===== src/logic/wbuf_pkg.sv =====
`default_nettype none

package wbuf_pkg;

  // Element and accumulator widths
  localparam int unsigned ELEM_W = 8;
  localparam int unsigned ACC_W  = 24;

  // Default geometry of the buffer and the MAC row
  localparam int unsigned DEF_H      = 4;
  localparam int unsigned DEF_D      = 8;
  localparam int unsigned DEF_N_REGS = 1;

  typedef logic signed [ELEM_W-1:0] elem_t;
  typedef logic signed [ACC_W-1:0]  acc_t;

  // Configuration bus
  typedef logic [1:0] cfg_addr_t;
  typedef logic [7:0] cfg_data_t;

  localparam cfg_addr_t CFG_ADDR_WIDTH  = 2'd0;
  localparam cfg_addr_t CFG_ADDR_HEIGHT = 2'd1;
  // Any write here issues a clear
  localparam cfg_addr_t CFG_ADDR_CMD    = 2'd2;

  // Programmed valid region of the weight matrix
  typedef struct packed {
    cfg_data_t width;
    cfg_data_t height;
  } wbuf_geom_t;

  // One-cycle strobes from the host
  typedef struct packed {
    logic load;
    logic shift;
  } wbuf_cmd_t;

endpackage : wbuf_pkg

`default_nettype wire

===== src/logic/wbuf_top.sv =====
`timescale 1ns/1ps
`default_nettype none

module wbuf_top
  import wbuf_pkg::*;
#(
  parameter int unsigned H      = DEF_H,
  parameter int unsigned D      = DEF_D,
  parameter int unsigned N_REGS = DEF_N_REGS
) (
  input  wire logic          clk_i,
  input  wire logic          rst_ni,
  input  wire logic          cfg_we_i,
  input  wire cfg_addr_t     cfg_addr_i,
  input  wire cfg_data_t     cfg_wdata_i,
  input  wire logic          load_i,
  input  wire logic          shift_i,
  input  wire elem_t [D-1:0] w_row_i,
  input  wire elem_t         x_i,
  output acc_t [H-1:0]       acc_o,
  output logic               acc_valid_o
);

  wbuf_geom_t    geom;
  wbuf_cmd_t     cmd;
  logic          clear;
  elem_t [H-1:0] w_read;
  logic          w_read_valid;
  elem_t         x_q;

  assign cmd.load  = load_i;
  assign cmd.shift = shift_i;

  wbuf_cfg_regs #(
    .H (H),
    .D (D)
  ) u_cfg_regs (
    .clk_i   (clk_i),
    .rst_ni  (rst_ni),
    .we_i    (cfg_we_i),
    .addr_i  (cfg_addr_i),
    .wdata_i (cfg_wdata_i),
    .geom_o  (geom),
    .clear_o (clear)
  );

  wbuf_loader #(
    .H      (H),
    .D      (D),
    .N_REGS (N_REGS)
  ) u_loader (
    .clk_i     (clk_i),
    .rst_ni    (rst_ni),
    .clear_i   (clear),
    .geom_i    (geom),
    .cmd_i     (cmd),
    .w_row_i   (w_row_i),
    .w_o       (w_read),
    .w_valid_o (w_read_valid)
  );

  // Activation delayed to meet the registered weight read
  always_ff @(posedge clk_i or negedge rst_ni) begin
    if (!rst_ni) begin
      x_q <= '0;
    end else begin
      x_q <= x_i;
    end
  end

  mac_row #(
    .H (H)
  ) u_mac_row (
    .clk_i       (clk_i),
    .rst_ni      (rst_ni),
    .clear_i     (clear),
    .w_i         (w_read),
    .w_valid_i   (w_read_valid),
    .x_i         (x_q),
    .acc_o       (acc_o),
    .acc_valid_o (acc_valid_o)
  );

endmodule : wbuf_top

`default_nettype wire


===== src/logic/mac_row.sv =====
`timescale 1ns/1ps
`default_nettype none

module mac_row
  import wbuf_pkg::*;
#(
  parameter int unsigned H = DEF_H
) (
  input  wire logic          clk_i,
  input  wire logic          rst_ni,
  input  wire logic          clear_i,
  input  wire elem_t [H-1:0] w_i,
  input  wire logic          w_valid_i,
  input  wire elem_t         x_i,
  output acc_t [H-1:0]       acc_o,
  output logic               acc_valid_o
);

  logic signed [2*ELEM_W-1:0] prod [H];
  acc_t [H-1:0]               acc_q;
  logic                       acc_valid_q;

  // One signed multiplier per lane, activation is broadcast
  for (genvar h = 0; h < H; h++) begin : gen_lane
    assign prod[h] = $signed(w_i[h]) * $signed(x_i);
  end

  always_ff @(posedge clk_i or negedge rst_ni) begin
    if (!rst_ni) begin
      acc_q <= '0;
    end else if (clear_i) begin
      acc_q <= '0;
    end else if (w_valid_i) begin
      for (int h = 0; h < H; h++) begin
        acc_q[h] <= acc_q[h] + acc_t'(prod[h]);
      end
    end
  end

  // Valid trails the weight valid by one cycle
  always_ff @(posedge clk_i or negedge rst_ni) begin
    if (!rst_ni) begin
      acc_valid_q <= 1'b0;
    end else begin
      acc_valid_q <= w_valid_i && !clear_i;
    end
  end

  assign acc_o       = acc_q;
  assign acc_valid_o = acc_valid_q;

endmodule : mac_row

`default_nettype wire


===== src/logic/wbuf_loader.sv =====
`timescale 1ns/1ps
`default_nettype none

module wbuf_loader
  import wbuf_pkg::*;
#(
  parameter int unsigned H      = DEF_H,
  parameter int unsigned D      = DEF_D,
  parameter int unsigned N_REGS = DEF_N_REGS
) (
  input  wire logic          clk_i,
  input  wire logic          rst_ni,
  input  wire logic          clear_i,
  input  wire wbuf_geom_t    geom_i,
  input  wire wbuf_cmd_t     cmd_i,
  input  wire elem_t [D-1:0] w_row_i,
  output elem_t [H-1:0]      w_o,
  output logic               w_valid_o
);

  // Columns of N_REGS+1 elements each
  localparam int unsigned C     = (D + N_REGS) / (N_REGS + 1);
  localparam int unsigned ROW_W = (H > 1) ? $clog2(H) : 1;
  localparam int unsigned EL_W  = (N_REGS > 0) ? $clog2(N_REGS + 1) : 1;
  localparam int unsigned COL_W = (C > 1) ? $clog2(C) : 1;
  localparam int unsigned IDX_W = ((D > 1) ? $clog2(D) : 1) + 1;

  logic [ROW_W-1:0] row_q;
  logic [EL_W-1:0]  el_q;
  logic [COL_W-1:0] col_q;
  logic             el_wrap;
  logic             col_wrap;
  logic             row_in_range;
  logic [IDX_W-1:0] read_idx;
  elem_t [D-1:0]    row_padded;

  // Zero padding outside the programmed width and height
  assign row_in_range = (row_q < geom_i.height);

  for (genvar d = 0; d < D; d++) begin : gen_pad
    assign row_padded[d] = ((d < geom_i.width) && row_in_range) ? w_row_i[d] : elem_t'(0);
  end

  // Row write counter, wraps after the last row
  always_ff @(posedge clk_i or negedge rst_ni) begin
    if (!rst_ni) begin
      row_q <= '0;
    end else if (clear_i) begin
      row_q <= '0;
    end else if (cmd_i.load) begin
      if (row_q == ROW_W'(H - 1)) begin
        row_q <= '0;
      end else begin
        row_q <= row_q + 1'b1;
      end
    end
  end

  // Element/column read position
  assign el_wrap  = (el_q == EL_W'(N_REGS));
  assign col_wrap = (col_q == COL_W'(C - 1));

  always_ff @(posedge clk_i or negedge rst_ni) begin
    if (!rst_ni) begin
      el_q  <= '0;
      col_q <= '0;
    end else if (clear_i) begin
      el_q  <= '0;
      col_q <= '0;
    end else if (cmd_i.shift) begin
      if (el_wrap) begin
        el_q  <= '0;
        col_q <= col_wrap ? '0 : col_q + 1'b1;
      end else begin
        el_q <= el_q + 1'b1;
      end
    end
  end

  assign read_idx = IDX_W'(col_q * (N_REGS + 1) + el_q);

  wbuf_store #(
    .H (H),
    .D (D)
  ) u_store (
    .clk_i       (clk_i),
    .rst_ni      (rst_ni),
    .write_en_i  (cmd_i.load),
    .write_row_i (row_q),
    .wdata_i     (row_padded),
    .read_en_i   (cmd_i.shift),
    .read_idx_i  (read_idx),
    .rdata_o     (w_o),
    .rvalid_o    (w_valid_o)
  );

endmodule : wbuf_loader

`default_nettype wire


===== src/logic/wbuf_store.sv =====
`timescale 1ns/1ps
`default_nettype none

module wbuf_store
  import wbuf_pkg::*;
#(
  parameter int unsigned H = DEF_H,
  parameter int unsigned D = DEF_D
) (
  input  wire logic                                   clk_i,
  input  wire logic                                   rst_ni,
  input  wire logic                                   write_en_i,
  input  wire logic [((H > 1) ? $clog2(H) : 1)-1:0]   write_row_i,
  input  wire elem_t [D-1:0]                          wdata_i,
  input  wire logic                                   read_en_i,
  input  wire logic [((D > 1) ? $clog2(D) : 1):0]     read_idx_i,
  output elem_t [H-1:0]                               rdata_o,
  output logic                                        rvalid_o
);

  localparam int unsigned SEL_W = (D > 1) ? $clog2(D) : 1;

  elem_t [H-1:0][D-1:0] mem_q;
  elem_t [H-1:0]        rdata_q;
  logic                 rvalid_q;
  logic [SEL_W-1:0]     sel;
  logic                 idx_in_range;

  // Index may run past D when C*(N_REGS+1) exceeds the row length
  assign sel          = read_idx_i[SEL_W-1:0];
  assign idx_in_range = (read_idx_i < D);

  // Full-row write
  always_ff @(posedge clk_i or negedge rst_ni) begin
    if (!rst_ni) begin
      mem_q <= '0;
    end else if (write_en_i) begin
      mem_q[write_row_i] <= wdata_i;
    end
  end

  // Registered read of one element from every row
  always_ff @(posedge clk_i or negedge rst_ni) begin
    if (!rst_ni) begin
      rdata_q <= '0;
    end else if (read_en_i) begin
      for (int h = 0; h < H; h++) begin
        rdata_q[h] <= idx_in_range ? mem_q[h][sel] : elem_t'(0);
      end
    end
  end

  always_ff @(posedge clk_i or negedge rst_ni) begin
    if (!rst_ni) begin
      rvalid_q <= 1'b0;
    end else begin
      rvalid_q <= read_en_i;
    end
  end

  assign rdata_o  = rdata_q;
  assign rvalid_o = rvalid_q;

endmodule : wbuf_store

`default_nettype wire


===== src/logic/wbuf_cfg_regs.sv =====
`timescale 1ns/1ps
`default_nettype none

module wbuf_cfg_regs
  import wbuf_pkg::*;
#(
  parameter int unsigned H = DEF_H,
  parameter int unsigned D = DEF_D
) (
  input  wire logic       clk_i,
  input  wire logic       rst_ni,
  input  wire logic       we_i,
  input  wire cfg_addr_t  addr_i,
  input  wire cfg_data_t  wdata_i,
  output wbuf_geom_t      geom_o,
  output logic            clear_o
);

  wbuf_geom_t geom_q;
  logic       clear_q;

  // Geometry registers, reset to the full array
  always_ff @(posedge clk_i or negedge rst_ni) begin
    if (!rst_ni) begin
      geom_q.width  <= cfg_data_t'(D);
      geom_q.height <= cfg_data_t'(H);
    end else if (we_i) begin
      case (addr_i)
        CFG_ADDR_WIDTH:  geom_q.width  <= wdata_i;
        CFG_ADDR_HEIGHT: geom_q.height <= wdata_i;
        default: begin
          // Command and unused addresses leave the geometry alone
        end
      endcase
    end
  end

  // Command write gives a single-cycle clear on the next cycle
  always_ff @(posedge clk_i or negedge rst_ni) begin
    if (!rst_ni) begin
      clear_q <= 1'b0;
    end else begin
      clear_q <= we_i && (addr_i == CFG_ADDR_CMD);
    end
  end

  assign geom_o  = geom_q;
  assign clear_o = clear_q;

endmodule : wbuf_cfg_regs

`default_nettype wire


===== config.mk =====
export PLATFORM = sky130hd
export DESIGN_NAME = wbuf_top
export DESIGN_NICKNAME = d
export VERILOG_FILES = /design/src/logic/wbuf_pkg.sv /design/src/logic/wbuf_top.sv /design/src/logic/mac_row.sv /design/src/logic/wbuf_loader.sv /design/src/logic/wbuf_store.sv /design/src/logic/wbuf_cfg_regs.sv
export SDC_FILE = /design/constraint.sdc
export NUM_CORES = 2
export LEC_CHECK = 0
export ABC_AREA = 1
export BUFFER_PORTS_ARGS = -buffer_cell sky130_fd_sc_hd__clkbuf_2
export CAP_MARGIN = 20
export CORE_UTILIZATION = 35
export CTS_CLUSTER_DIAMETER = 150
export CTS_CLUSTER_SIZE = 40
export DETAILED_ROUTE_END_ITERATION = 12
export REMOVE_ABC_BUFFERS = 1
export SETUP_SLACK_MARGIN = 0.15
export SKIP_LAST_GASP = 1
export SYNTH_ARGS = -nofsm -noshare
export SYNTH_HDL_FRONTEND = slang
export SYNTH_SLANG_ARGS = --single-unit

===== constraint.sdc =====
create_clock -name clk_i -period 11.3 [get_ports clk_i]
set_input_delay 1.695 -clock clk_i [delete_from_list [all_inputs] [get_ports clk_i]]
set_output_delay 1.695 -clock clk_i [all_outputs]
set_load 0.005 [all_outputs]

==> metrics.yaml <==
sta:
  setup_tns_ns: 0
  hold_viol_final: 0
  tightest_slew_ns: 1.11
  setup_violations: 0
  finClkSkew_ns: 0.0716
  rsz0062_at_grt: "false"
  min_period_over_period: 0.496
  fmax_mhz: 178
  slew_headroom: 0.260
  slew_violations: 0
  period_needed_ns: 5.61
finish:
  regArea_mm2: 0.0104
  multiInputGateArea_mm2: 0.0216
  layout.nets: 5187
  nFillCells: 10500
  syn_to_final_growth_pct: 7.84
  drive_above_1_share: 0.0601
setup_path:
  path_cells: "buf_4 -> nand2_1 -> inv_1 -> fa_1 -> inv_1 -> fa_1 -> fa_1 -> inv_1 -> fa_1 -> ha_1 -> ha_1 -> nand2_1 -> nor2_1 -> and2_1 -> nand4_1 -> nand3_1 -> nand2_1 -> nand3_1 -> nand2_1"
  cp_top_family: "adder cells"
  cp_max_fo: 32
  critical_path_required_ns: 11.74
  cpMaxStageDelayCell: "inv_1"
  worst-setup-path-type: "reg -> reg"
  cp-start-kind: "flop"
  end_kind: "flop"
  arrival_ns: 6.05
  path_buf_inv: 4
  cp_slowest_stage_delay_ns: 0.75
clocking:
  numClockSinks: 416
  holdBufCountCts: 0
  cts_buffers: 17
  clockRootBuffer: "clkbuf_16"
  clk_pin_slew_ns: 0.15
  cts_resized: 0
  cts_tree: "built"
  clock_path_buffers: 3
  insertion_delay_ns: 0.62
  cts_htree_levels: 1
  postCtsSetupBuffers: 0
floorplanning:
  core_mm2: 0.100
  ios: 184
  start_util: 0.355
  dieArea_mm2: 0.103
  dieHeight_um: 321
  die_w_um: 321
  rows: 116
drt:
  firstDrtPassIters: 5
  wl_met2_mm: 47.0
  drc: 0
  final_antenna_net_count: 0
  wl_per_cell_um: 17.3
  wl_met3_mm: 6.55
  routed.top_layer: "met5"
  drt_iter0_drc: 1953
  wl_mm: 101
  wl_met1_mm: 45.3
  vias_per_cell: 4.83
  num_vias: 28200
global_route:
  grt_pass1_vias: 28900
  antenna_found_initial: 1
  grt_usage: 0.201
  grt-ovfl-total: 0
  grt_max_degree: 106
  grt_pass1_wl_mm: 163
synthesis:
  synth_warnings: 0
  synth-simple-area-share: 0.187
  syn_inst: 4413
  yosys.area.top_type: "dfrtp_1"
  seq_area_frac_synth: 0.292
  syn_avg_cell_area_um2: 8.08
  synth_top_family_by_area: "adder cells"
  synth_edf_count: 0
  netlist_top_cells_count: "nand2_1 (1289), inv_1 (766), o21ai_0 (436)"
  yosysUniqueCellTypes: 38
  synthAdderAreaFrac: 0.311
  ys_ff_latch: 416
  synth_mux_area_frac: 0
  synth_top_area_frac: 0.291
  synth_area_leaders: "dfrtp_1 (29%), fa_1 (23%), nand2_1 (14%), inv_1 (8.1%), ha_1 (7.8%)"
  synth-main-ff-cell: "dfrtp_1"
  syn_area_mm2: 0.0356
  synth-xor-area-share: 0.00614
  async_flop_share: 1.00
  synth_compound_area_frac: 0.101
  yosysMostFrequentCell: "nand2_1"
hold_path:
  hp-class: "reg -> reg"
run_status:
  status: "completed"
job:
  max_cap_violations: 0
place:
  gp_congestion: 0.874
  dp_hpwl_mm: 74.8
  port_buffers: 183
[state kept, by name (all words and copies together), names as in the netlist]
| signal | count |
|---|---|
| u_loader.row_q | 2 |
| u_mac_row.acc_o | 96 |
| x_q | 8 |
| u_loader.u_store.rdata_o | 32 |
| u_loader.u_store.rvalid_o | 1 |
| u_cfg_regs.clear_o | 1 |
| u_mac_row.acc_valid_o | 1 |
| u_cfg_regs.geom_o | 16 |
| u_loader.u_store.mem_q | 256 |
| u_loader.el_q | 1 |
| u_loader.col_q | 2 |
[worst reg2reg max path, delay by kind of cell, from the launching register on]
family                   cells  cell delay [ns]
adder cells (fa/ha/maj)      6             2.67
buffers and inverters        4             1.26
flip-flops                   1             0.35
AND/OR/NAND/NOR              9             1.17
[cell usage in the layout (no fill, tap or decap), types with 2 or more instances in the layout]
| master | n |
|---|---|
| a21oi_1 | 152 |
| a22o_1 | 4 |
| and2_1 | 4 |
| buf_16 | 2 |
| buf_4 | 31 |
| clkbuf_1 | 3 |
| clkbuf_16 | 17 |
| clkbuf_2 | 182 |
| clkinv_1 | 3 |
| clkinv_16 | 4 |
| dfrtp_1 | 412 |
| dfstp_2 | 2 |
| fa_1 | 416 |
| ha_1 | 221 |
| inv_1 | 763 |
| inv_2 | 8 |
| inv_6 | 2 |
| nand2_1 | 1285 |
| nand2_2 | 8 |
| nand3_1 | 96 |
| nand3b_1 | 12 |
| nand4_1 | 24 |
| nor2_1 | 240 |
| nor2_4 | 2 |
| nor3_1 | 17 |
| o21ai_0 | 436 |
| o21ai_1 | 41 |
| o21bai_1 | 4 |
| o221ai_1 | 32 |
| o22ai_1 | 8 |
| o31ai_1 | 4 |
| xnor2_1 | 17 |
| xor2_1 | 8 |
[path summary, 6_finish.rpt]
check	from	end	slack, ns	cells past startpoint
setup / recovery	x_q[0]	u_mac_row.acc_o[93]	5.69	19
hold / removal	u_loader.u_store.mem_q[45]	u_loader.u_store.mem_q[45]	0.49	2
setup reg to reg	x_q[0]	u_mac_row.acc_o[93]	5.69	19
hold reg to reg	u_loader.u_store.mem_q[45]	u_loader.u_store.mem_q[45]	0.49	2
max in group asynchronous	rst_ni	u_mac_row.acc_o[43]	8.11	3
min in group asynchronous	rst_ni	u_mac_row.acc_o[66]	1.13	1
[metrics by stage]
step                      setup slack (ns)  area [µm²]  hold WS, ns  std cells   util
after floorplan                       6.25       34900        0.444       4228      -
after global placement                5.78       37800        0.457       5799  0.376
after detailed placement              5.70       37800        0.461       5800  0.376
after CTS                             5.62       38400        0.492       5829  0.382
after global routing                  5.29       38400        0.511       5830  0.383
final                                 5.69       38400        0.490       5831  0.383
[kinds of logic after synthesis]
logic type / after synthesis
XOR/XNOR: 25
flip-flops: 416
buffers and inverters: 959
AND/OR/NAND/NOR: 1693
AO/OA/AOI/OAI: 683
adder cells (fa/ha/maj): 637
[layout make-up]
type	count	share of cell area
diodes	1	0.0000651
clock buffers	21	0.0117
clock inverters	8	0.00439
inverters	774	0.0756
multi-input cells	3038	0.561
flip-flops and latches	416	0.271
well taps	1357	0.0442
repair buffers	216	0.0316
[metal layers]
metal / up-vias / track usage
met4: 2 / 0.0422
met3: 90 / 0.0392
met1: 13800 / 0.276
met2: 659 / 0.329
li1: 13600 / -
met5: - / 0
Power is left out: the tool's default activity adds up to more than one toggle a clock period on the data nets, which glitch-free logic cannot reach.
